File: config.mk
export PLATFORM = sky130hd
export DESIGN_NAME = alu_stage
export DESIGN_NICKNAME = d
export VERILOG_FILES = /design/src/logic/core_pkg.sv /design/src/logic/alu_stage.sv
export SDC_FILE = /design/constraint.sdc
export NUM_CORES = 1
export LEC_CHECK = 0
export BUFFER_PORTS_ARGS = -buffer_cell sky130_fd_sc_hd__buf_2
export CORE_ASPECT_RATIO = 2
export CORE_MARGIN = 1
export CORE_UTILIZATION = 41
export DETAILED_ROUTE_END_ITERATION = 12
export PLACE_DENSITY = 0.69
export SLEW_MARGIN = 20
export SYNTH_ARGS = -nofsm -noshare
export SYNTH_HDL_FRONTEND = slang
export SYNTH_SLANG_ARGS = --single-unit
File: constraint.sdc
create_clock -name vclk -period 6.1
set_input_delay 0.915 -clock vclk [all_inputs]
set_output_delay 0.915 -clock vclk [all_outputs]
set_load 0.01 [all_outputs]
File: src/logic/core_pkg.sv
package core_pkg;

  typedef enum logic [2:0] {
    ALU_ADD = 3'd0,
    ALU_SUB = 3'd1,
    ALU_AND = 3'd2,
    ALU_OR  = 3'd3,
    ALU_XOR = 3'd4
  } alu_op_e;

  typedef enum logic {
    OPND_REG = 1'b0,
    OPND_IMM = 1'b1  // Second operand from the sign-extended immediate
  } opnd_sel_e;

  typedef enum logic {
    WB_ALU = 1'b0,
    WB_MEM = 1'b1
  } wb_sel_e;

endpackage

File: src/logic/alu_stage.sv
`timescale 1ns/1ps

module alu_stage #(
  parameter int DATA_WIDTH = 32
) (
  input  logic                  valid_i,
  input  logic [DATA_WIDTH-1:0] pc_i,
  input  logic [DATA_WIDTH-1:0] data_a_i,
  input  logic [DATA_WIDTH-1:0] data_b_i,
  input  logic [DATA_WIDTH-1:0] imm_i,
  input  core_pkg::alu_op_e     alu_op_i,
  input  core_pkg::opnd_sel_e   opnd_sel_i,
  input  logic                  is_branch_i,
  input  logic                  is_jump_i,
  output logic                  valid_o,
  output logic [DATA_WIDTH-1:0] result_o,
  output logic                  redirect_o,
  output logic [DATA_WIDTH-1:0] redirect_pc_o
);

  logic [DATA_WIDTH-1:0] opnd_b;
  logic                  equal;

  assign opnd_b = (opnd_sel_i == core_pkg::OPND_IMM) ? imm_i : data_b_i;

  always_comb begin
    case (alu_op_i)
      core_pkg::ALU_ADD: result_o = data_a_i + opnd_b;
      core_pkg::ALU_SUB: result_o = data_a_i - opnd_b;
      core_pkg::ALU_AND: result_o = data_a_i & opnd_b;
      core_pkg::ALU_OR:  result_o = data_a_i | opnd_b;
      core_pkg::ALU_XOR: result_o = data_a_i ^ opnd_b;
      default:           result_o = '0;
    endcase
  end

  // BEQ always compares the two registers, whatever the operand select
  assign equal = (data_a_i == data_b_i);

  assign redirect_o    = valid_i && (is_jump_i || (is_branch_i && equal));
  assign redirect_pc_o = is_jump_i ? imm_i : pc_i + 1'b1 + imm_i;
  assign valid_o       = valid_i;

endmodule

==> impl_metrics.toml <==
[layout]
clkbuf_count = 0
finalInstanceArea_um2 = 8420
area_delta_synth_final_pct = 24.0
layout_common_cells = "buf_2, ha_1, nand2_1"
final_nets = 1462
drive_gt1_share_pct = 26.5
nFillCells = 1673
seq_area_um2 = 0
final_common_cell = "buf_2"
stdcell_count = 1401
multi_input_area_um2 = 6350
nFlopsAndLatches = 0

[sta]
clock.fmax_ghz = 0.171
hold_violations = 0
relSlewSlack_pct = 34.4
fin_hold_ws_ns = 2.03
final.min_clock_period_ns = 5.84
setup_violations = 0
finalMaxSlewViolations = 0
max_slew.worst_pin.slew_ns = 0.981
period_share_pct = 95.8

[synthesis]
synth_cell_type_count = 75
avgSynthCellArea_um2 = 6.99
ys_seq_area_share_pct = 0
yosysWarnings = 0
postSynthCellCount = 972
syn_area_um2 = 6790
syn-num-nets = 1237

[placement]
port_buffers = 201
dpl.cell_count = 1397
place_area_um2 = 8330
place_congestion = 1.00
dp_hpwl_um = 22000

[worst_setup_path]
required_ns = 5.18
arrival_ns = 4.93
setup.worst_path.end_class = "output pin"
cp-start-kind = "input port"
critPathMaxFanout = 4
path_class = "input port to output pin"
setup.worst_path.start = "opnd_sel_i"

[detailed_routing]
wl_per_cell_um = 18.3
viasPerCell = 5.68
drt_iter0_drc = 388
drtAntennaViolNets = 0
vias = 7959
drc_errors = 0
drtPass1Iterations = 5
wirelength_um = 25600

[hold_path]
worstHoldPathType = "input port to output pin"
hp-start = "valid_i"

[floorplanning]
start_util_pct = 41.7
rows = 66
coreArea_um2 = 16300
die_y_um = 184
die_w_um = 93.0
die_area_um2 = 17100
ioPinCount = 201

[grt]
grt_antenna_before_repair = 2
first_global_vias = 7756
track_usage_pct = 28.8
grt_overflow = 0
grt_max_degree = 46
grt_pass1_wl_um = 38700

[run]
maxCapViolations = 0

[outcome]
status = "finished, final reports clean"

[power_and_ir_drop]
p_leak_nw = 4.21
p_per_area_nw_per_um2 = 118
vdd_ir_drop_max_v = 0.0000609
-- through the flow --
stage | setup TNS, ns | utilization, % | setup WS (ns) | power (mW)
detailed placement | 0 | 51.2 | 0.0833 | 0.971
CTS | 0 | 51.2 | 0.0353 | 0.976
global placement | 0 | 51.2 | 0.0876 | 0.962
finish | 0 | 51.8 | 0.256 | 0.997
floorplan | 0 | - | 0.449 | 0.623
global route | -0.0188 | 51.8 | -0.0188 | 1.09
-- worst max-delay path, stage by stage --
cell and delay [ns]:
buf_4 0.15, mux2i_2 0.26, ha_2 0.21, o21ai_1 0.08, or2_1 0.27, or2_4 0.26, nor4_4 0.15, nand2_1 0.13
nor2_1 0.25, a31oi_1 0.15, xnor2_1 0.16, ha_1 0.22, a21o_1 0.19, a21o_1 0.18, a21oi_1 0.23, o21ai_0 0.14
a21o_1 0.20, a21oi_1 0.19, o31ai_1 0.11, xnor2_1 0.13, o21ai_1 0.18, buf_2 0.17
-- cells by family (layout without fill, tap and decap cells) --
group | count (synthesis) | after routing | synth area share, %
AOI/OAI and AO/OA | 302 | 302 | 27.6
adders and majority gates | 130 | 130 | 24.2
other | 0 | 2 | 0
and+or+nand+nor | 260 | 260 | 18.6
muxes | 39 | 39 | 7.17
xor gates and xnor gates | 116 | 116 | 15.0
buffers and inverters | 125 | 348 | 7.53
-- what timing repair did --
| item | CTS | global route |
|---|---|---|
| setup buffers | 0 | 2 |
| hold buffers | 0 | 0 |
| setup endpoints to repair | 0 | 13 |
| resized for setup | 0 | 18 |
-- area by class of cell --
class                           count  area share [%]
Antenna cell                        2          0.0594
Inverter                           85            3.79
Multi-Input combinational cell    847            75.4
Tap cell                          204            3.03
Timing Repair Buffer              263            17.7
-- synth_stat cells (3+ instances only) --
cell type | count | area share, %
ha_1 | 128 | 24
a21oi_1 | 90 | 6.6
nand2_1 | 90 | 5.0
xnor2_1 | 89 | 11
inv_1 | 76 | 4.2
nor2_1 | 71 | 3.9
o21ai_0 | 70 | 5.2
clkbuf_1 | 30 | 1.7
xor2_1 | 27 | 3.5
a21o_1 | 23 | 2.5
mux2i_1 | 21 | 3.1
a31oi_1 | 20 | 1.8
nor3_1 | 17 | 1.3
nand3_1 | 16 | 1.2
a211oi_1 | 15 | 1.7
o21ai_1 | 15 | 1.1
nand4_1 | 13 | 1.2
mux2i_2 | 10 | 2.0
o21bai_1 | 10 | 1.1
nand2b_1 | 9 | 0.83
o221ai_1 | 9 | 1.2
inv_2 | 8 | 0.44
nor4_1 | 7 | 0.64
o211ai_1 | 7 | 0.77
o31ai_1 | 7 | 0.77
and3_1 | 6 | 0.55
buf_6 | 5 | 0.83
nor2b_1 | 5 | 0.46
o21a_1 | 5 | 0.55
a41oi_1 | 4 | 0.52
mux2i_4 | 4 | 1.3
and2_1 | 3 | 0.28
buf_1 | 3 | 0.17
nor3b_1 | 3 | 0.33
o211a_1 | 3 | 0.44
-- layer usage --
| metal | up-vias | global-route usage [%] | wire length, µm |
|---|---|---|---|
| met5 | - | 0 | 0 |
| met4 | 0 | 15.8 | 1730 |
| met3 | 88 | 1.41 | 996 |
| met2 | 268 | 57.6 | 13600 |
| met1 | 3681 | 28.4 | 9240 |
| li1 | 3922 | - | - |
-- worst paths after layout --
| path | slack [ns] | depth (start not counted) | to |
|---|---|---|---|
| setup / recovery | 0.26 | 22 | result_o[28] |
| hold / removal | 2.03 | 2 | valid_o |
-- where the power goes --
part	internal, mW	switching, mW	total (mW)
Combinational	0.430	0.567	0.997
Sequential	0	0	0
Clock	0.0000000438	0	0.0000000438
(Power assumes the default switching activity.)
