===== src/logic/mem_stage.sv =====
`timescale 1ns/1ps

module mem_stage #(
  parameter int DATA_WIDTH = 32,
  parameter int DMEM_WORDS = 64
) (
  input  logic                  clk_i,
  input  logic                  rst_i,
  input  logic                  valid_i,
  input  logic                  is_store_i,
  input  logic [DATA_WIDTH-1:0] addr_i,
  input  logic [DATA_WIDTH-1:0] store_data_i,
  output logic [DATA_WIDTH-1:0] load_data_o
);

  localparam int DADDR_W = $clog2(DMEM_WORDS);

  logic [DATA_WIDTH-1:0] dmem [DMEM_WORDS];
  logic [DADDR_W-1:0]    clr_q = '0;  // Walks the array while reset is held

  always_ff @(posedge clk_i) begin
    if (!rst_i) begin
      clr_q       <= clr_q + 1'b1;
      dmem[clr_q] <= '0;
    end else begin
      clr_q <= '0;
      if (valid_i && is_store_i) begin
        dmem[addr_i[DADDR_W-1:0]] <= store_data_i;
      end
    end
  end

  assign load_data_o = dmem[addr_i[DADDR_W-1:0]];

  a_addr_in_range: assert property (@(posedge clk_i) disable iff (!rst_i)
    valid_i |-> addr_i < DMEM_WORDS);

endmodule


===== config.mk =====
export PLATFORM = sky130hd
export DESIGN_NAME = mem_stage
export DESIGN_NICKNAME = d
export VERILOG_FILES = /design/src/logic/mem_stage.sv
export SDC_FILE = /design/constraint.sdc
export NUM_CORES = 2
export LEC_CHECK = 0
export ABC_CLOCK_PERIOD_IN_PS = 5450
export BUFFER_PORTS_ARGS = -buffer_cell sky130_fd_sc_hd__buf_2
export CAP_MARGIN = 20
export CORE_MARGIN = 2
export CORE_UTILIZATION = 30
export DETAILED_ROUTE_END_ITERATION = 16
export PLACE_DENSITY = 0.52
export SETUP_SLACK_MARGIN = 0.3
export SYNTH_ARGS = -nofsm -noshare
export SYNTH_HDL_FRONTEND = slang
export SYNTH_SLANG_ARGS = --single-unit

===== constraint.sdc =====
create_clock -name clk_i -period 5.45 [get_ports clk_i]
set_input_delay 1.09 -clock clk_i [delete_from_list [all_inputs] [get_ports clk_i]]
set_output_delay 1.09 -clock clk_i [all_outputs]
set_load 0.03 [all_outputs]

==> out/metrics.csv <==
metric,value,unit
outcome,completed,
drc_errors,0,
cp_max_fo,19,
drtPass1Iterations,5,
report.final.slew_viol_count,0,
p_sw,6.86,mW
first_global_vias,38100,
critPathLaunchType,primary input,
vias,36500,
grt_max_degree,77,
drt_wl_total,196000,um
io-pin-count,100,
fin_skew,0.0304,ns
synth_fp_nets,3446,
static-leakage-power,28.3,nW
globalRouteTotalUtil,14.7,%
total_power_per_unit_cell_area,356,mW/mm^2
worst_setup_path_end_kind,primary output,
dp_hpwl,117000,um
post_cts.repair.setup_buffers,0,
vias_per_cell,5.00,
antenna_found_initial,6,
synth_top_flop_cell,sky130_fd_sc_hd__edfxtp_1,
drt.antenna.violating_nets,0,
max_frequency,199,MHz
finalCritPeriodShare,92.4,%
p_int,25.6,mW
cts_max_level,4,
timing.final.setup_violations,0,
max_cap_violations,0,
cts_tree,done,
timing.slew.headroom,21.8,%
grt_overflow,0,
layout_min_cycle_time,5.04,ns
clkLatencyLatePin,0.83,ns
number_of_standard_cell_rows_in_the_floorplan,187,
yosysTopAreaCellShare,78.7,%
cts.repair.resized,1,
switching_share,21.1,%
worst_ir_drop_vdd,237,uV
nets,3789,
place.gp.congestion,0.774,
synth_edf_count,2048,
post-layout-total-power,32.5,mW
cells_taking_the_most_area_after_synthesis,"sky130_fd_sc_hd__edfxtp_1 (79%), sky130_fd_sc_hd__mux4_2 (15%), sky130_fd_sc_hd__o22ai_1 (0.98%), sky130_fd_sc_hd__mux2i_1 (0.83%), sky130_fd_sc_hd__clkbuf_1 (0.49%)",
drive_gt1_share,31.1,%
netlist_cell_types,50,
pwr-share-seq,53.4,%
synth_top_cell_by_area,sky130_fd_sc_hd__edfxtp_1,
cts.path.max_buffers,3,
cts.sink_count,2054,
cts_made_buffers,207,
power.clock.fraction,41.6,%
pwr-share-comb,5.0,%
drt_first_iter_violations,3324,
worstHoldPathType,flop to flop,
synth.most_common_cell,sky130_fd_sc_hd__edfxtp_1,
count_of_fill_cells_added_during_filler_insertion,23800,
yosysWarnings,0,
criticalPathCategory,primary input to primary output,
floorplan.core_area,0.259,sq mm
finish.utilization,35.2,%
global_route_wire_length_before_repair,281000,um
synth_commonest_cells,"sky130_fd_sc_hd__edfxtp_1 (2048), sky130_fd_sc_hd__mux4_2 (511), sky130_fd_sc_hd__o22ai_1 (122), sky130_fd_sc_hd__clkbuf_1 (101), sky130_fd_sc_hd__nor2_1 (77)",
worst_setup_hold_path_clk_slew,0.06,ns
port_buffer_cells,73,
post_synth_instance_area,0.0781,sq mm
average_footprint_of_a_synthesized_cell,23.1,sq um
holdBufCountCts,0,
critPathRequiredTime,4.36,ns
cts.root.buffer_cell,sky130_fd_sc_hd__clkbuf_16,
timing.critical_path.arrival,3.95,ns
ys_ff_latch,2054,
die_area,0.264,sq mm
yosysSeqAreaShare,78.9,%
die_width,514,um
rsz0062_at_grt,false,
report.final.hold_viol_count,0,
ys_async_sr_fraction,0,%
initial_core_utilization,30.1,%
detail_route.wl_per_cell,26.9,um
tightest_slew,1.17,ns
syn-instance-count,3377,
tns,0,ns
synthToLayoutAreaGrowth,16.9,%
die_h,514,um
flip-flops by register name, indices dropped and copies added, names as in the netlist:
| name | cells |
|---|---|
| dmem | 2048 |
| clr_q | 6 |
layer usage:
metal | track usage [%] | share of wire (%) | up-vias
met1 | 20.0 | 44 | 20200
met4 | 3.67 | 2.0 | 0
met5 | 0 | 0 | -
li1 | - | - | 15300
met2 | 24.8 | 50 | 823
met3 | 2.05 | 4.1 | 236
power groups by stage:
stage	Clock, mW	Combinational [mW]	Sequential, mW
final	13.5	1.64	17.3
after detailed placement	0	1.67	17.7
after floorplan	0	0.966	17.7
after global placement	0	1.67	17.7
after global routing	14.4	1.74	17.3
after CTS	13.8	1.68	17.3
worst paths after layout:
path,from,end,slack (ns),cells past startpoint
setup / recovery,addr_i[2],load_data_o[19],0.41,9
hold / removal,clr_q[0],clr_q[0],0.49,1
setup reg to reg,clr_q[2],dmem[10][18],2.63,5
hold reg to reg,clr_q[0],clr_q[0],0.49,1
kinds of logic (layout without fill, tap and decap cells):
group           after synthesis  in the layout  synth area share [%]
simple gates                246            246                  1.62
xor+xnor                      3              3                0.0336
buf+inv                     190            708                  1.20
flops                      2054           2054                  78.9
other cells                   0              4                     0
mux                         578            578                  15.6
fa+ha+maj                     1              1                0.0160
compound gates              305            305                  2.65
worst max-delay path, stage by stage:
cell and delay [ns]:
sky130_fd_sc_hd__clkbuf_8 0.22, sky130_fd_sc_hd__buf_4 0.38, sky130_fd_sc_hd__clkinv_2 0.14, sky130_fd_sc_hd__nand2_1 0.14, sky130_fd_sc_hd__buf_4 0.33, sky130_fd_sc_hd__o22ai_1 0.20, sky130_fd_sc_hd__nor4_1 0.78, sky130_fd_sc_hd__o22a_1 0.33
sky130_fd_sc_hd__buf_2 0.22
metrics by stage:
| stage | worst slack [ns] | std cells | hold WS [ns] | area (sq um) |
|---|---|---|---|---|
| after floorplan | 1.39 | 3377 | 0.450 | 78100 |
| after global placement | 0.290 | 6899 | 0.468 | 84600 |
| after detailed placement | 0.274 | 6899 | 0.477 | 84600 |
| after CTS | 0.325 | 7283 | 0.492 | 91000 |
| after global routing | 0.322 | 7298 | 0.505 | 91300 |
| final | 0.413 | 7301 | 0.490 | 91300 |
area by class of cell:
class	instances	area, sq um	share of cell area (%)
tap	3402	4260	4.66
multi-input combinational	1133	16100	17.7
clock buffer	271	5580	6.11
timing repair buffer	319	2870	3.15
sequential	2054	61600	67.5
clock inverter	113	815	0.892
inverter	5	20.0	0.0219
antenna	4	10.0	0.0110
cell usage in the layout (no fill, tap or decap), types with 11 or more instances in the layout:
cell type                   instances
sky130_fd_sc_hd__a211oi_1          44
sky130_fd_sc_hd__nand3_1           19
sky130_fd_sc_hd__nor2_4            64
sky130_fd_sc_hd__clkbuf_1          55
sky130_fd_sc_hd__mux4_2           511
sky130_fd_sc_hd__mux2i_1           65
sky130_fd_sc_hd__clkbuf_16        213
sky130_fd_sc_hd__edfxtp_1        2048
sky130_fd_sc_hd__o22a_1            26
sky130_fd_sc_hd__o221ai_1          31
sky130_fd_sc_hd__and2_2            32
sky130_fd_sc_hd__clkinv_2          39
sky130_fd_sc_hd__nor2b_1           28
sky130_fd_sc_hd__clkinv_1          57
sky130_fd_sc_hd__buf_4            196
sky130_fd_sc_hd__bufinv_16         11
sky130_fd_sc_hd__o21ai_0           12
sky130_fd_sc_hd__nand2_1           35
sky130_fd_sc_hd__buf_12            50
sky130_fd_sc_hd__nor2_1            13
sky130_fd_sc_hd__nor4_1            27
sky130_fd_sc_hd__buf_2             69
sky130_fd_sc_hd__a21oi_1           39
sky130_fd_sc_hd__o22ai_1          122
(Power assumes the default switching activity.)
