==> config.mk <==
export PLATFORM = sky130hd
export DESIGN_NAME = rbank
export DESIGN_NICKNAME = d
export VERILOG_FILES = /design/src/logic/isa_pkg.sv /design/src/logic/rbank.sv
export SDC_FILE = /design/constraint.sdc
export NUM_CORES = 2
export LEC_CHECK = 0
export ABC_AREA = 0
export BUFFER_PORTS_ARGS = -buffer_cell sky130_fd_sc_hd__buf_2
export CORE_MARGIN = 2
export CORE_UTILIZATION = 39
export DETAILED_ROUTE_END_ITERATION = 6
export PLACE_DENSITY = 0.55
export REMOVE_ABC_BUFFERS = 1
export SETUP_SLACK_MARGIN = 0.05
export SLEW_MARGIN = 15
export SYNTH_ARGS = -nofsm -noshare
export SYNTH_HDL_FRONTEND = slang
export SYNTH_SLANG_ARGS = --single-unit
==> constraint.sdc <==
create_clock -name clk_i -period 9.69 [get_ports clk_i]
set_clock_uncertainty 0.15 [all_clocks]
set_input_delay 1.938 -clock clk_i [delete_from_list [all_inputs] [get_ports clk_i]]
set_output_delay 1.938 -clock clk_i [all_outputs]
set_load 0.01 [all_outputs]
==> src/logic/isa_pkg.sv <==
package isa_pkg;

  parameter int INSTR_WIDTH = 32;

  parameter int OPCODE_WIDTH = 4;
  parameter int REG_ADDR_WIDTH = 5;
  parameter int IMM_WIDTH = 13;
  parameter int REG_COUNT = 32;

  // Lowest bit of each instruction field
  parameter int OPCODE_LSB = 28;
  parameter int RD_LSB = 23;
  parameter int RA_LSB = 18;
  parameter int RB_LSB = 13;

  typedef enum logic [OPCODE_WIDTH-1:0] {
    OP_ADD  = 4'd0,
    OP_SUB  = 4'd1,
    OP_AND  = 4'd2,
    OP_OR   = 4'd3,
    OP_XOR  = 4'd4,
    OP_ADDI = 4'd5,
    OP_LW   = 4'd6,
    OP_SW   = 4'd7,
    OP_BEQ  = 4'd8,  // Target is pc + 1 + imm
    OP_JMP  = 4'd9   // Target is imm
  } opcode_e;

endpackage

==> src/logic/rbank.sv <==
`timescale 1ns/1ps

module rbank #(
  parameter int DATA_WIDTH = 32
) (
  input  logic                               clk_i,
  input  logic                               rst_i,
  input  logic [isa_pkg::REG_ADDR_WIDTH-1:0] rd_a_i,
  input  logic [isa_pkg::REG_ADDR_WIDTH-1:0] rd_b_i,
  input  logic                               wr_en_i,
  input  logic [isa_pkg::REG_ADDR_WIDTH-1:0] wr_reg_i,
  input  logic [DATA_WIDTH-1:0]              wr_data_i,
  output logic [DATA_WIDTH-1:0]              data_a_o,
  output logic [DATA_WIDTH-1:0]              data_b_o
);

  logic [DATA_WIDTH-1:0] regs [isa_pkg::REG_COUNT];

  always_ff @(posedge clk_i) begin
    if (!rst_i) begin
      for (int i = 0; i < isa_pkg::REG_COUNT; i++) begin
        regs[i] <= '0;
      end
    end else if (wr_en_i && wr_reg_i != '0) begin
      regs[wr_reg_i] <= wr_data_i;
    end
  end

  // Same-cycle write bypasses the array
  assign data_a_o = (rd_a_i == '0) ? '0 :
                    (wr_en_i && wr_reg_i == rd_a_i) ? wr_data_i : regs[rd_a_i];
  assign data_b_o = (rd_b_i == '0) ? '0 :
                    (wr_en_i && wr_reg_i == rd_b_i) ? wr_data_i : regs[rd_b_i];

  a_no_r0_write: assert property (@(posedge clk_i) disable iff (!rst_i)
    wr_en_i |-> wr_reg_i != '0);

endmodule

==> out/results.txt <==
setup bufs post-CTS -> 0
final period utilization -> 75.0%
simple logic cell fraction of the synthesized area -> 12.4%
hold buffers post-CTS -> 0
Biggest register -> regs
setup total negative slack -> 0 ns
result of the run -> complete, no violations
sequential share of the synthesized area -> 56.2%
Max VDD drop -> 0.134 mV
CTS Buffer Depth -> 3
H-Tree Depth -> 3
clock-pin transition on the worst setup and hold timing paths -> 0.06 ns
Yosys Warn Count -> 0
Yosys reg bits -> 1024
CTS tree -> yes
core area -> 0.139 sq mm
fin worst setup slack -> 2.42 ns
Worst Path Arrival -> 5.18 ns
post-CTS sizing -> 0
GRT busiest layer -> met2
# clock sinks -> 1024
Cell variety after synth -> 51
post-synthesis instance area -> 0.0547 sq mm
Final Hold Vio Count -> 0
Slew HR -> 24.5%
fin area -> 0.0611 sq mm
initial DRC count -> 5273
EDFF count, synth -> 1024
top flop regs -> regs x1024
cells taking the most area after synthesis -> edfxtp_1 (56%), mux4_2 (16%), and2_1 (11%)
Total Die Area -> 0.143 sq mm
Worst setup EP type -> output port
max cap viols -> 0
Hold Path Sink -> regs[17][26]$_SDFFCE_PN0P_
drt pass-1 iters -> 6
Hold WC Path Type -> in2reg
async set-reset flop share out of synthesis -> 0%
worst slack, placed -> 2.54 ns
Worst-Margin Slew -> 1.13 ns
Post-Synth XOR/XNOR Area -> 0.160%
total routed wirelength -> 207000 microns
cts bufs inserted -> 112
met2 usage -> 43.5%
post-synthesis instance total -> 3744
GR Overflow Total -> 0
post-route minimum period -> 7.27 ns
GPL Wtd Cong -> 0.820
largest family of logic cells by synthesized area -> multiplexers
Worst path max stage delay -> 0.96 ns
Chip Height -> 379 microns
IO Port Bufs -> 113
clock root cell -> clkbuf_16
first-pass GRT wire length -> 285000 microns
Synth area leader -> edfxtp_1
Avg Synthesized Cell Area -> 14.6 sq um
Starting Density -> 39.2%
Layout area overhead -> 11.8%
critical path required time -> 7.60 ns
worst setup path class -> in2out
met1 usage -> 40.6%
worst-path maximum fanout -> 33
Synth Flop Type -> edfxtp_1
area share of the largest cell type after synthesis -> 56.2%
HPWL after DPL -> 110000 microns
RSZ-0062 raised after global routing -> false
CP Launch Type -> input port
Power, Total -> 10.7 mW
boundary pin count -> 114
Slowest-stage cell, CP -> a2111oi_0
wire per inst -> 36.4 microns
adder and majority cell fraction of the synthesized area -> 0%
CP Cell Sequence -> buf_4 > or3b_4 > buf_4 > o22ai_1 > a2111oi_0 > a21oi_1 > a22o_1 > buf_2
DR vias -> 36100
compound-cell area share of the yosys netlist -> 6.74%
# nets final -> 3761
Remaining DRCs -> 0
commonest non-fill, non-tap cell in the layout -> edfxtp_1
Leakage -> 21.2 nW
multiplexer share of the synthesized area -> 21.2%
layout cells sized above 1 -> 23.3%
vias in the first global route -> 35900
HP Start -> wr_data_i[26]
# rows -> 137
vias per cell -> 6.35
final-report max-slew violation count -> 0
Final ANT Viol Nets -> 0
PwrDens -> 175 mW/mm^2
die span in x -> 379 microns
final setup violation count -> 0
max reg flops -> 1024
most frequent cells in the layout -> edfxtp_1 (1024), and2_1 (994), mux4_2 (388), mux2i_1 (281), a22oi_1 (133)
All-Layer GR Usage -> 28.7%
initial antenna violation count -> 28
routing usage on met3 -> 6.01%
most used cell along the critical path -> buf_4
largest net degree at the start of global routing -> 90
fillers -> 12300
Peak Freq -> 138 MHz
Placed Area -> 0.0577 sq mm
Hold Path Depth -> 2
==> cells by family after synthesis <==
kind of cell / count (synthesis)
other: 1
AOI/OAI and AO/OA: 500
muxes: 674
and+or+nand+nor: 1114
xor gates and xnor gates: 10
DFF: 1024
buffers and inverters: 421
==> through the flow <==
| stage | cells | utilization (%) | hold WS (ns) |
|---|---|---|---|
| floorplan | 3357 | - | 1.99 |
| global placement | 5473 | 41.4 | 2.42 |
| detailed placement | 5473 | 41.4 | 2.43 |
| CTS | 5681 | 43.9 | 1.64 |
| global route | 5682 | 43.9 | 1.70 |
| finish | 5690 | 43.9 | 1.69 |
==> power by group <==
part | total (mW) | switching (mW) | internal (mW)
sequential | 5.24 | 0.122 | 5.12
combinational | 1.34 | 0.825 | 0.515
clock | 4.12 | 1.84 | 2.27
==> worst max-delay path: cells and delay by family <==
family                 cells  cell delay [ns]
AOI/OAI and AO/OA          4             1.46
buffers and inverters      3             1.05
and+or+nand+nor            1             0.62
==> area by class of cell <==
type / instances / area [sq um] / area share (%)
Multi-Input combinational cell: 2330 / 22900 / 37.5
Sequential cell: 1024 / 30700 / 50.3
Antenna cell: 9 / 22.5 / 0.0368
Inverter: 3 / 11.3 / 0.0184
Tap cell: 1876 / 2350 / 3.84
Timing Repair Buffer: 240 / 1660 / 2.72
Clock buffer: 135 / 2930 / 4.79
Clock inverter: 73 / 495 / 0.810
==> per-layer routing <==
layer	part of all wire (%)	wire length (microns)
met5	0.010	21
met3	10	20900
met1	41	84900
met4	3.8	7950
met2	45	93200
==> synth_stat cells, types with 24 or more instances <==
master / number
a2111oi_0: 24
a21oi_1: 78
a22o_1: 55
a22oi_1: 133
and2_1: 994
buf_2: 71
clkbuf_1: 304
edfxtp_1: 1024
mux2i_1: 281
mux4_2: 388
nand2_1: 36
nor2_1: 43
o21ai_0: 40
o221ai_1: 42
o22ai_1: 41
==> worst max-delay path by stage <==
| stage | from | end | slack, ns | depth (start not counted) |
|---|---|---|---|---|
| 2_1_floorplan | rd_b_i[3] | data_b_o[30] | 2.68 | 4 |
| 3_3_place_gp | rd_b_i[0] | data_b_o[8] | 2.57 | 9 |
| 3_5_place_dp | rd_b_i[2] | data_b_o[29] | 2.54 | 8 |
| 4_1_cts | rd_b_i[2] | data_b_o[29] | 2.55 | 8 |
| 5_1_grt | rd_b_i[0] | data_b_o[8] | 2.45 | 9 |
| 6_report | rd_b_i[2] | data_b_o[29] | 2.42 | 8 |
No activity file was read; power rests on OpenSTA's default activity.
