**src/logic/isa_pkg.sv**
```systemverilog
package isa_pkg;

  parameter int INSTR_WIDTH = 32;

  parameter int OPCODE_WIDTH = 4;
  parameter int REG_ADDR_WIDTH = 5;
  parameter int IMM_WIDTH = 13;
  parameter int REG_COUNT = 32;

  // Lowest bit of each instruction field
  parameter int OPCODE_LSB = 28;
  parameter int RD_LSB = 23;
  parameter int RA_LSB = 18;
  parameter int RB_LSB = 13;

  typedef enum logic [OPCODE_WIDTH-1:0] {
    OP_ADD  = 4'd0,
    OP_SUB  = 4'd1,
    OP_AND  = 4'd2,
    OP_OR   = 4'd3,
    OP_XOR  = 4'd4,
    OP_ADDI = 4'd5,
    OP_LW   = 4'd6,
    OP_SW   = 4'd7,
    OP_BEQ  = 4'd8,  // Target is pc + 1 + imm
    OP_JMP  = 4'd9   // Target is imm
  } opcode_e;

endpackage

```
**src/logic/fetch_stage.sv**
```systemverilog
`timescale 1ns/1ps

module fetch_stage #(
  parameter int IMEM_WORDS = 64
) (
  input  logic                               clk_i,
  input  logic                               rst_i,
  input  logic                               imem_we_i,
  input  logic [$clog2(IMEM_WORDS)-1:0]      imem_addr_i,
  input  logic [isa_pkg::INSTR_WIDTH-1:0]    imem_data_i,
  input  logic                               redirect_i,
  input  logic [isa_pkg::INSTR_WIDTH-1:0]    redirect_pc_i,
  output logic                               valid_o,
  output logic [isa_pkg::INSTR_WIDTH-1:0]    pc_o,
  output logic [isa_pkg::INSTR_WIDTH-1:0]    instr_o
);

  localparam int IADDR_W = $clog2(IMEM_WORDS);

  logic [isa_pkg::INSTR_WIDTH-1:0] imem [IMEM_WORDS];
  logic [isa_pkg::INSTR_WIDTH-1:0] pc_q;
  logic                            run_q;

  always_ff @(posedge clk_i) begin
    if (!rst_i && imem_we_i) begin
      imem[imem_addr_i] <= imem_data_i;  // Program load only while reset is held
    end
  end

  always_ff @(posedge clk_i) begin
    if (!rst_i) begin
      pc_q  <= '0;
      run_q <= 1'b0;
    end else begin
      run_q <= 1'b1;
      if (run_q) begin
        pc_q <= redirect_i ? redirect_pc_i : pc_q + 1'b1;
      end
    end
  end

  assign valid_o = run_q;
  assign pc_o    = pc_q;
  assign instr_o = imem[pc_q[IADDR_W-1:0]];

  a_pc_in_range: assert property (@(posedge clk_i) disable iff (!rst_i)
    valid_o |-> pc_q < IMEM_WORDS);

  a_load_in_reset: assert property (@(posedge clk_i) imem_we_i |-> !rst_i);

endmodule

```
**config.mk**
```make
export PLATFORM = sky130hd
export DESIGN_NAME = fetch_stage
export DESIGN_NICKNAME = d
export VERILOG_FILES = /design/src/logic/isa_pkg.sv /design/src/logic/fetch_stage.sv
export SDC_FILE = /design/constraint.sdc
export NUM_CORES = 2
export LEC_CHECK = 0
export ABC_AREA = 1
export BUFFER_PORTS_ARGS = -buffer_cell sky130_fd_sc_hd__buf_2
export CAP_MARGIN = 20
export CORE_MARGIN = 2
export CORE_UTILIZATION = 26
export CTS_CLUSTER_SIZE = 28
export DETAILED_ROUTE_END_ITERATION = 10
export GPL_ROUTABILITY_DRIVEN = 0
export HOLD_SLACK_MARGIN = 0.15
export PLACE_DENSITY = 0.52
export SLEW_MARGIN = 20
export SYNTH_ARGS = -nofsm -noshare
export SYNTH_HDL_FRONTEND = slang
export SYNTH_SLANG_ARGS = --single-unit
export TNS_END_PERCENT = 10
```
**constraint.sdc**
```tcl
create_clock -name clk_i -period 6.2 [get_ports clk_i]
set_input_delay 0.62 -clock clk_i [delete_from_list [all_inputs] [get_ports clk_i]]
set_output_delay 0.62 -clock clk_i [all_outputs]
set_load 0.01 [all_outputs]
```
==> results.py <==
metrics = {
    "run_status": {
        "outcome": "complete, no violations",
    },
    "critical_path": {
        "path_cells": "inv_16 > buf_4 > nand2_1 > nand3_1 > nand3_1 > nand3_1 > nand3_1 > nand2_1 > nand2_1 > nand2_1 > buf_2",
        "critPathLaunchType": "flip-flop",
        "critPathSlowestCell": "inv_16",
        "cp.depth": 11,
        "path_class": "reg -> out",
        "crit_family": "buffers and inverters",
        "crit_buf_inv": 3,
        "critPathMaxFanout": 210,
        "slowest_delay_ps": 710,
        "worstPathRequired_ps": 5580,
        "end_kind": "primary output",
        "worst_r2r_path_depth": 3,
        "cp.arrival_ps": 4320,
    },
    "floorplan": {
        "die_x_um": 574,
        "io_pins": 139,
        "core-area_um2": 324000,
        "rows": 209,
        "dieArea_um2": 329000,
        "fp.dieH_um": 574,
        "initial_core_util_pct": 26.1,
    },
    "timing": {
        "fin_tns_setup_ps": 0,
        "maxSlewViolCount": 0,
        "final.min_clock_period_ps": 4940,
        "min_period_over_period_pct": 79.7,
        "fmax_mhz": 202,
        "rsz0062_at_grt": "false",
        "hold_violations": 0,
        "maxSlewHeadroom_pct": 29.0,
        "setup-violations-final": 0,
        "tightest_slew_ps": 1070,
        "skew_ps": 21.1,
        "timing.hold.ws_ps": 212,
    },
    "route": {
        "drtIter0Drc": 6777,
        "via_per_inst": 4.83,
        "postRouteAntennaNets": 0,
        "finalWirelength_um": 267000,
        "drt-wirelength-per-cell_um": 22.7,
        "drtPass1Iterations": 5,
        "drc": 0,
        "num_vias": 56791,
    },
    "power": {
        "p_per_area_nw_per_um2": 312,
        "p_leak_uw": 0.0333,
        "irDropWorstVdd_uv": 271,
    },
    "run": {
        "maxCapViolCount": 0,
    },
    "synthesis": {
        "synth_warnings": 0,
        "synth-seq-cells": 2087,
        "postSynthAreaPerCell_um2": 11.8,
        "synth_async_sr_flop_share_pct": 0,
        "synthCells": 7166,
        "synthFlopType": "edfxtp_1",
        "synth.distinct_cells": 28,
        "ys_seq_area_share_pct": 73.8,
        "synth_edf_count": 2048,
        "syn-cell-area_um2": 84400,
        "syn_nets": 7241,
    },
    "clock_tree": {
        "clock_path_buffers": 4,
        "cts_setup_buffers": 0,
        "htree_num_levels": 4,
        "cts.reportedPaths.clkPinSlew_ps": 60,
        "root_buffer": "clkbuf_16",
        "clk_latency_ps": 840,
        "cts_buffers": 213,
        "cts_resized": 0,
        "cts_tree": "built",
        "cts.sinks": 2087,
    },
    "cells_and_area": {
        "area_growth_syn_to_layout_pct": 15.8,
        "fill_cells": 32840,
        "layout.cells.non_filler": 11761,
        "num-nets-final": 7341,
        "fin_util_pct": 30.2,
        "drive_above_1_share_pct": 9.10,
        "final_cell_mix": "nand2_1 (2,392), edfxtp_1 (2,048), nand3_1 (1,936)",
        "layout_commonest_cell": "nand2_1",
    },
    "global_routing": {
        "grt_overflow": 0,
        "grt_max_degree": 211,
        "grt_util_all_layers_pct": 15.7,
        "antenna_found_initial": 24,
        "grt_pass1_vias": 53827,
        "grt_pass1_wl_um": 385000,
    },
    "placement": {
        "dp_hpwl_um": 144000,
        "io_buffers": 138,
        "dpl.cell_count": 11347,
    },
    "min_path": {
        "hold_path_class": "in -> reg",
        "min_delay_path_depth": 5,
    },
}
[layout make-up]
cell class	count	area [um^2]	area share (%)
Antenna cell	8	20.0	0.0205
Clock buffer	260	5550	5.68
Clock inverter	117	871	0.891
Inverter	46	209	0.214
Multi-Input combinational cell	4569	20200	20.7
Sequential cell	2087	62300	63.7
Tap cell	4325	5410	5.54
Timing Repair Buffer	349	3140	3.22
[report_power, final]
group	leakage [uW]	internal, uW	switching, uW	total [uW]
Combinational	0.0115	614	2010	2620
Sequential	0.0187	15600	68.4	15600
Clock	0.00314	6790	5450	12200
[metrics by stage]
step | cell area [um^2] | power (uW) | setup WS, ps
3_5_place_dp | 91000 | 18500 | 2180
3_3_place_gp | 90300 | 18500 | 1880
6_report | 97700 | 30500 | 1260
5_1_grt | 97700 | 31400 | 1100
4_1_cts | 97700 | 30700 | 1260
2_1_floorplan | 84400 | 17300 | 1270
[registers in the layout, indices dropped and copies added (netlist names), named ones only]
name,count
imem,2048
valid_o,1
pc_o,32
[Yosys cell counts (8+ instances only)]
cell type,instances,area (um^2)
nand3_1,1936,9690
clkbuf_1,87,327
a21oi_1,40,200
buf_2,317,1590
o21ai_0,15,75.1
buf_4,9,67.6
nor4_1,8,50.1
nand4_1,11,68.8
inv_1,41,154
buf_1,45,169
nor2_1,147,552
nand2_1,2392,8980
dfxtp_1,39,781
edfxtp_1,2048,61500
[worst paths after layout]
| path | to | startpoint | slack (ps) |
|---|---|---|---|
| worst max-delay path | instr_o[5] | flip-flop | 1260 |
| worst min-delay path | pc_o[25] | redirect_pc_i[25] | 210 |
| worst max register to register | flip-flop | valid_o | 4130 |
| worst min register to register | pc_o[31] | pc_o[31] | 500 |
[cells by family (layout without fill, tap and decap cells)]
group	count (synthesis)	after routing	synth area share (%)
simple gates	4500	4500	22.9
flops	2087	2087	73.8
buf+inv	510	772	2.83
compound gates	66	66	0.422
xor+xnor	2	2	0.0207
fa+ha+maj	1	1	0.0148
other cells	0	8	0
[worst register-to-register path: cells and delay by family (launching register included)]
kind	cells	cell delay, ps
AO/OA/AOI/OAI	2	730
buffers and inverters	1	720
flip-flops	1	440
[routing by layer]
layer  global-route usage, %  vias to the layer above  wire length [um]
li1                        -                    25622                 -
met1                    21.8                    28378            114000
met2                    24.7                     2377            123000
met3                    2.12                      414             19500
met4                    6.00                        0             10600
met5                       0                        -                 0
[repair_timing]
| action | in CTS | in global routing |
|---|---|---|
| setup endpoints to repair | 0 | 0 |
| hold buffers | 29 | 0 |
| endpoints found under the hold margin | 41 | 0 |
Power figures use the tool's default switching activity.
