<file path="src/logic/core_pkg.sv">
package core_pkg;

  typedef enum logic [2:0] {
    ALU_ADD = 3'd0,
    ALU_SUB = 3'd1,
    ALU_AND = 3'd2,
    ALU_OR  = 3'd3,
    ALU_XOR = 3'd4
  } alu_op_e;

  typedef enum logic {
    OPND_REG = 1'b0,
    OPND_IMM = 1'b1  // Second operand from the sign-extended immediate
  } opnd_sel_e;

  typedef enum logic {
    WB_ALU = 1'b0,
    WB_MEM = 1'b1
  } wb_sel_e;

endpackage

</file>
<file path="src/logic/isa_pkg.sv">
package isa_pkg;

  parameter int INSTR_WIDTH = 32;

  parameter int OPCODE_WIDTH = 4;
  parameter int REG_ADDR_WIDTH = 5;
  parameter int IMM_WIDTH = 13;
  parameter int REG_COUNT = 32;

  // Lowest bit of each instruction field
  parameter int OPCODE_LSB = 28;
  parameter int RD_LSB = 23;
  parameter int RA_LSB = 18;
  parameter int RB_LSB = 13;

  typedef enum logic [OPCODE_WIDTH-1:0] {
    OP_ADD  = 4'd0,
    OP_SUB  = 4'd1,
    OP_AND  = 4'd2,
    OP_OR   = 4'd3,
    OP_XOR  = 4'd4,
    OP_ADDI = 4'd5,
    OP_LW   = 4'd6,
    OP_SW   = 4'd7,
    OP_BEQ  = 4'd8,  // Target is pc + 1 + imm
    OP_JMP  = 4'd9   // Target is imm
  } opcode_e;

endpackage

</file>
<file path="src/logic/decode_stage.sv">
`timescale 1ns/1ps

module decode_stage (
  input  logic                                valid_i,
  input  logic [isa_pkg::INSTR_WIDTH-1:0]     instr_i,
  input  logic                                squash_i,
  output logic                                valid_o,
  output logic [isa_pkg::REG_ADDR_WIDTH-1:0]  ra_o,
  output logic [isa_pkg::REG_ADDR_WIDTH-1:0]  rb_o,
  output logic [isa_pkg::REG_ADDR_WIDTH-1:0]  rd_o,
  output logic                                wr_en_o,
  output logic [isa_pkg::INSTR_WIDTH-1:0]     imm_o,
  output core_pkg::alu_op_e                   alu_op_o,
  output core_pkg::opnd_sel_e                 opnd_sel_o,
  output core_pkg::wb_sel_e                   wb_sel_o,
  output logic                                is_load_o,
  output logic                                is_store_o,
  output logic                                is_branch_o,
  output logic                                is_jump_o
);

  isa_pkg::opcode_e opcode;
  logic             writes_rd;

  assign opcode = isa_pkg::opcode_e'(instr_i[isa_pkg::OPCODE_LSB +: isa_pkg::OPCODE_WIDTH]);
  assign ra_o   = instr_i[isa_pkg::RA_LSB +: isa_pkg::REG_ADDR_WIDTH];
  assign rb_o   = instr_i[isa_pkg::RB_LSB +: isa_pkg::REG_ADDR_WIDTH];
  assign rd_o   = instr_i[isa_pkg::RD_LSB +: isa_pkg::REG_ADDR_WIDTH];
  assign imm_o  = {{(isa_pkg::INSTR_WIDTH - isa_pkg::IMM_WIDTH){instr_i[isa_pkg::IMM_WIDTH-1]}},
                   instr_i[isa_pkg::IMM_WIDTH-1:0]};

  always_comb begin
    alu_op_o    = core_pkg::ALU_ADD;
    opnd_sel_o  = core_pkg::OPND_REG;
    wb_sel_o    = core_pkg::WB_ALU;
    writes_rd   = 1'b0;
    is_load_o   = 1'b0;
    is_store_o  = 1'b0;
    is_branch_o = 1'b0;
    is_jump_o   = 1'b0;
    case (opcode)
      isa_pkg::OP_ADD: writes_rd = 1'b1;
      isa_pkg::OP_SUB: begin
        alu_op_o  = core_pkg::ALU_SUB;
        writes_rd = 1'b1;
      end
      isa_pkg::OP_AND: begin
        alu_op_o  = core_pkg::ALU_AND;
        writes_rd = 1'b1;
      end
      isa_pkg::OP_OR: begin
        alu_op_o  = core_pkg::ALU_OR;
        writes_rd = 1'b1;
      end
      isa_pkg::OP_XOR: begin
        alu_op_o  = core_pkg::ALU_XOR;
        writes_rd = 1'b1;
      end
      isa_pkg::OP_ADDI: begin
        opnd_sel_o = core_pkg::OPND_IMM;
        writes_rd  = 1'b1;
      end
      isa_pkg::OP_LW: begin
        opnd_sel_o = core_pkg::OPND_IMM;  // Address is ra + imm
        wb_sel_o   = core_pkg::WB_MEM;
        writes_rd  = 1'b1;
        is_load_o  = 1'b1;
      end
      isa_pkg::OP_SW: begin
        opnd_sel_o = core_pkg::OPND_IMM;
        is_store_o = 1'b1;  // Store data comes from rb
      end
      isa_pkg::OP_BEQ: is_branch_o = 1'b1;
      isa_pkg::OP_JMP: is_jump_o = 1'b1;
      default: ;  // Unused opcodes retire with no effect
    endcase
  end

  assign wr_en_o = writes_rd && (rd_o != '0);
  assign valid_o = valid_i && !squash_i;

endmodule

</file>
<file path="config.mk">
export PLATFORM = sky130hd
export DESIGN_NAME = decode_stage
export DESIGN_NICKNAME = d
export VERILOG_FILES = /design/src/logic/core_pkg.sv /design/src/logic/isa_pkg.sv /design/src/logic/decode_stage.sv
export SDC_FILE = /design/constraint.sdc
export NUM_CORES = 1
export LEC_CHECK = 0
export BUFFER_PORTS_ARGS = -buffer_cell sky130_fd_sc_hd__buf_2
export CORE_ASPECT_RATIO = 1.25
export CORE_MARGIN = 5
export CORE_UTILIZATION = 24
export DETAILED_ROUTE_END_ITERATION = 12
export PLACE_DENSITY = 0.82
export RECOVER_POWER = 25
export SLEW_MARGIN = 40
export SYNTH_ARGS = -nofsm -noshare
export SYNTH_HDL_FRONTEND = slang
export SYNTH_SLANG_ARGS = --single-unit
export TNS_END_PERCENT = 1
</file>
<file path="constraint.sdc">
create_clock -name vclk -period 1.1
set_input_delay 0.22 -clock vclk [all_inputs]
set_output_delay 0.22 -clock vclk [all_outputs]
set_load 0.005 [all_outputs]
</file>
==> results of run 1 <==
==> cell families (layout without fill, tap and decap cells) <==
group / count (synthesis) / count (layout) / synth area share (%)
AOI/OAI and AO/OA: 2 / 2 / 3.007
buffers and inverters: 48 / 29 / 78.69
and+or+nand+nor: 12 / 12 / 18.31
==> repair_timing <==
item	in CTS	in global routing
hold endpoints to repair	0	0
pin swaps	0	1
endpoints found under the setup margin	3	5
resized for setup	2	2
gates cloned	0	0
==> Yosys cell counts <==
master	n	area [sq um]
nand2b_1	1	6.260
buf_4	48	360.4
or4_1	1	7.510
a31oi_1	1	6.260
nor4bb_1	1	10.01
nor2b_1	1	6.260
nor3b_1	3	22.52
nor3_1	1	5.000
and4b_1	1	10.01
nor4b_1	1	8.760
o21a_1	1	7.510
nor2_1	2	7.510
==> worst paths after layout <==
path,startpoint,cells after the start,to
worst max-delay path,instr_i[23],4,wr_en_o
worst min-delay path,instr_i[0],0,imm_o[0]
==> layer usage <==
metal  wire length (microns)  GRT usage [%]
met5                       0              0
met1                     173          3.303
met2                     331          7.919
met4                      34          2.692
met3                     235          3.544
==> layout make-up <==
type                            instances  area share [%]
Multi-Input combinational cell         14           39.24
Tap cell                               19           8.017
Timing Repair Buffer                   29           52.74
==> worst max-delay path, delay by kind of cell <==
| kind | cells | cell delay, ps |
|---|---|---|
| buffers and inverters | 2 | 210 |
| and+or+nand+nor | 1 | 510 |
| AOI/OAI and AO/OA | 1 | 180 |
==> report_power, final <==
group,switching (mW),internal (mW),total [mW]
clock,0,0,0
sequential,0,0,0
combinational,0.0387,0.0507,0.0894
total,0.0387,0.0507,0.0894
==> metrics by stage <==
| step | hold WS, ps | TNS, ps | utilization, % |
|---|---|---|---|
| after floorplan | 470.2 | -26.32 | - |
| after global placement | 440.0 | -275.7 | 15.20 |
| after detailed placement | 440.0 | -245.4 | 15.20 |
| after CTS | 440.0 | -241.1 | 15.83 |
| after global routing | 440.0 | -260.7 | 16.60 |
| final | 440.0 | -232.2 | 16.60 |
==> reports/results.txt, run 1 <==
global-route wire length before repair: 1.145 mm
total number of vias: 272
# fillers: 202
Placed Cells: 62
Die Footprint: 2887 sq um
post-layout min period: 1332 ps
ANT nets after route: 0
Storage cell area: 0 sq um
CTS Hold Bufs: 0
Hold/Removal Path Class: in2out
crit path capture type: output port
Max Freq: 750.6 MHz
vias per cell: 4.387
worst setup margin: -232.2 ps
pre-CTS setup slack: -245.4 ps
initial antenna violation count: 0
all-layer global routing usage: 4.484%
Setup Buffers After CTS: 0
Syn Nets: 96
site row count: 17
syn_area_per_cell: 7.386 sq um
GRT Residual Overflow: 0
max_slew headroom: 86.96%
Inserted Diodes: 0
Final Hold Fails: 0
Starting Density: 25.63%
Seq/Total Area, Yosys: 0%
crit-path max cell delay: 510 ps
core area: 1787 sq um
multi-input logic area: 116.4 sq um
final-layout clock buffer total: 0
commonest non-fill, non-tap cells in the layout: 26 x buf_2, 2 x nor3b_1, 2 x nor2_1, 2 x buf_4
Buffers on Ports: 27
RSZ-0062 raised after global routing: yes
nets@finish: 79
crit-path cells: buf_6 -> or4_1 -> o21a_1 -> buf_2
worst setup path class: in2out
Layout Cells excl Fill: 62
final setup violation count: 1
worst slew pin tran: 193.0 ps
Synth-to-Final Area Change: -35.25%
Tot Pwr: 0.08944 mW
commonest non-fill, non-tap cell in the layout: buf_2
Cell Area, Synth: 457.9 sq um
Iter 0 DRT Violations: 0
Power Density: 301.6 nW/um^2
P_leak: 0.1679 nW
seq_cells: 0
Die Wd: 49.07 microns
GP Congestion: 0.6802
CP startpoint kind: primary input
highest-delay cell along the critical path: or4_1
max cap viols: 0
Design Area, Final: 296.5 sq um
Routed WL per cell: 12.48 microns
CP arrival: 1110 ps
Crit Path Max Fanout: 2
Critical Path RT: 880 ps
fraction of layout cells with a size suffix above 1: 74.42%
Slew Viols, Final: 0
DRT Wirelength: 774 microns
post-synth cell types: 12
largest net degree at the start of global routing: 21
Post-DP Area: 271.5 sq um
final worst-path cycle share: 121.1%
VDD IR-drop max: 0.00005047 V
violated checks: setup timing
Yosys Warn Count: 0
drt drc: 0
num ports: 92
status: finished with violations
die height: 58.84 microns
hpwl dp: 670.4 microns
vias in the first global route: 249
Mapped Cells: 62
Pre-Repair DR Iteration Count: 1
Power figures use the tool's default switching activity.
==> run 2, diff against run 1 <==
CORE_UTILIZATION = 25   (was 24)
PLACE_DENSITY = 0.81   (was 0.82)
clock period = 1.4 ns   (was 1.1 ns; I/O delays follow)
==> run 2 against run 1 <==
Against the previous run: critical path type unchanged; total power decreased by 30%; combinational power decreased by 30%; first-iteration DRC count increased by 3; worst hold slack improved by 120 ps; non-clock buffer count decreased by 2; the flow still finishes with violations (setup timing); die area decreased by 3.3%; setup slack improved by 170 ps; core utilization decreased by 1.5 points; critical path depth unchanged; count of clock-buffer cells in the layout unchanged; sequential share of layout area unchanged.
==> reports/results.txt, run 2 (same netlist as run 1, synthesis figures left out) <==
CP startpoint kind: primary input
Worst Path Buf+Inv: 2 (unchanged)
VDD IR-drop max: 0.00004336 V (-14%)
Inserted Diodes: 0 (unchanged)
num ports: 92 (unchanged)
Final Hold Fails: 0 (unchanged)
crit-path cells: buf_6 -> or4_4 -> o21a_1 -> buf_2
Routed WL per cell: 12.77 microns (+2.3%)
Buffers on Ports: 27 (unchanged)
Starting Density: 25.94% (+0.31 points)
initial antenna violation count: 0 (unchanged)
commonest non-fill, non-tap cells in the layout: 26 x buf_2, 3 x nor3b_1, 2 x nor2_1
Synth-to-Final Area Change: -41.80%
pre-CTS setup slack: -69.03 ps (+176.4 ps)
GP Congestion: 0.5735 (-16%)
hold_ws: 560.0 ps (+120.0 ps)
worst setup margin: -64.17 ps (+168.1 ps)
worst hold path endpoint: imm_o[4]
Die Wd: 48.28 microns (-1.6%)
site row count: 17 (unchanged)
crit path capture type: output port
final-layout clock buffer total: 0 (unchanged)
final worst-path cycle share: 104.6%
Design Area, Final: 266.5 sq um (-10%)
Setup Buffers After CTS: 0 (unchanged)
Layout Cells excl Fill: 60 (-3.2%)
highest-delay cell along the critical path: or4_4
violated checks: setup timing
die height: 57.85 microns (-1.7%)
vias in the first global route: 219 (-12%)
Hold/Removal Path Class: in2out
max_slew headroom: 81.43% (-5.5 points)
nets@finish: 77 (-2.5%)
min-delay src: instr_i[4]
Storage cell area: 0 sq um (unchanged)
total number of vias: 242 (-11%)
GRT Residual Overflow: 0 (unchanged)
CP delay by family, top: simple AND/OR/NAND/NOR gates
Crit. path cell count: 4 (unchanged)
Post-DP Area: 256.5 sq um (-5.5%)
Critical Path RT: 1120 ps (+240 ps)
all-layer global routing usage: 4.684% (+0.20 points)
crit-path max cell delay: 520 ps (about the same)
status: finished with violations
Iter 0 DRT Violations: 3 (+3)
max cap viols: 0 (unchanged)
P_leak: 0.1515 nW (-9.7%)
Hold Path Depth: 0 (unchanged)
Power Density: 234.6 nW/um^2 (-22%)
commonest non-fill, non-tap cell in the layout: buf_2
Layout Utilization: 15.10% (-1.5 points)
Die Footprint: 2793 sq um (-3.3%)
core area: 1765 sq um (-1.2%)
seq_cells: 0 (unchanged)
global-route wire length before repair: 1.048 mm (-8.5%)
final setup violation count: 1 (unchanged)
worst slew pin tran: 274.7 ps (+81.77 ps)
vias per cell: 4.033 (-8.1%)
drt drc: 0 (unchanged)
Crit Path Max Fanout: 2 (unchanged)
RSZ-0062 raised after global routing: yes
largest net degree at the start of global routing: 21 (unchanged)
worst setup path class: in2out
ANT nets after route: 0 (unchanged)
fraction of layout cells with a size suffix above 1: 68.29% (-6.1 points)
Placed Cells: 60 (-3.2%)
Slew Viols, Final: 0 (unchanged)
Pre-Repair DR Iteration Count: 2 (+1)
CTS Hold Bufs: 0 (unchanged)
post-layout min period: 1464 ps
Max Freq: 683.0 MHz
DRT Wirelength: 766 microns (-1.0%)
CP arrival: 1180 ps (+70 ps)
[run 2: cell count changes in the layout (fill, tap and decap cells not counted)]
cell      delta
buf_4        -2
nand2b_1     +1
nand2b_4     -1
nor3b_1      +1
nor3b_2      -1
nor4b_1      +1
nor4b_2      -1
or4_1        -1
or4_4        +1
[run 2: cell type report]
class / instances / area, sq um
Tap cell: 19 / 23.77
Multi-Input combinational cell: 14 / 101.3
Timing Repair Buffer: 27 / 141.4
Fill cell: 206 / 1499
[run 2: worst max path at each step]
stage	startpoint	endpoint	slack, ps
after floorplan	instr_i[23]	wr_en_o	150
after global placement	instr_i[23]	wr_en_o	-60
after detailed placement	instr_i[23]	wr_en_o	-70
after CTS	instr_i[27]	wr_en_o	-60
after global routing	instr_i[27]	wr_en_o	-100
final	instr_i[27]	wr_en_o	-60
[run 2: metrics by stage]
stage,power [mW],setup TNS [ps]
floorplan,0.1257,0
global route,0.07079,-98.30
finish,0.06253,-64.17
global placement,0.05860,-58.56
detailed placement,0.06046,-69.03
CTS,0.06232,-60.97
[run 2: what timing repair did]
action                                  CTS  global route
pin swaps                                 1             0
endpoints found under the setup margin    1             1
gates resized for setup                   1             1
[run 2: per-layer routing]
| layer | GRT usage (%) | up-vias | part of all wire, % |
|---|---|---|---|
| met5 | 0 | - | 0 |
| met4 | 2.692 | 0 | 3.1 |
| met3 | 1.553 | 6 | 20 |
| met2 | 9.142 | 19 | 52 |
| met1 | 3.486 | 106 | 25 |
| li1 | - | 111 | - |
[run 2: where the power goes]
part	leakage, nW	total (mW)	internal, mW	switching [mW]
Clock	0	0	0	0
Combinational	0.152	0.0625	0.0346	0.0279
Sequential	0	0	0	0
Total	0.152	0.0625	0.0346	0.0279
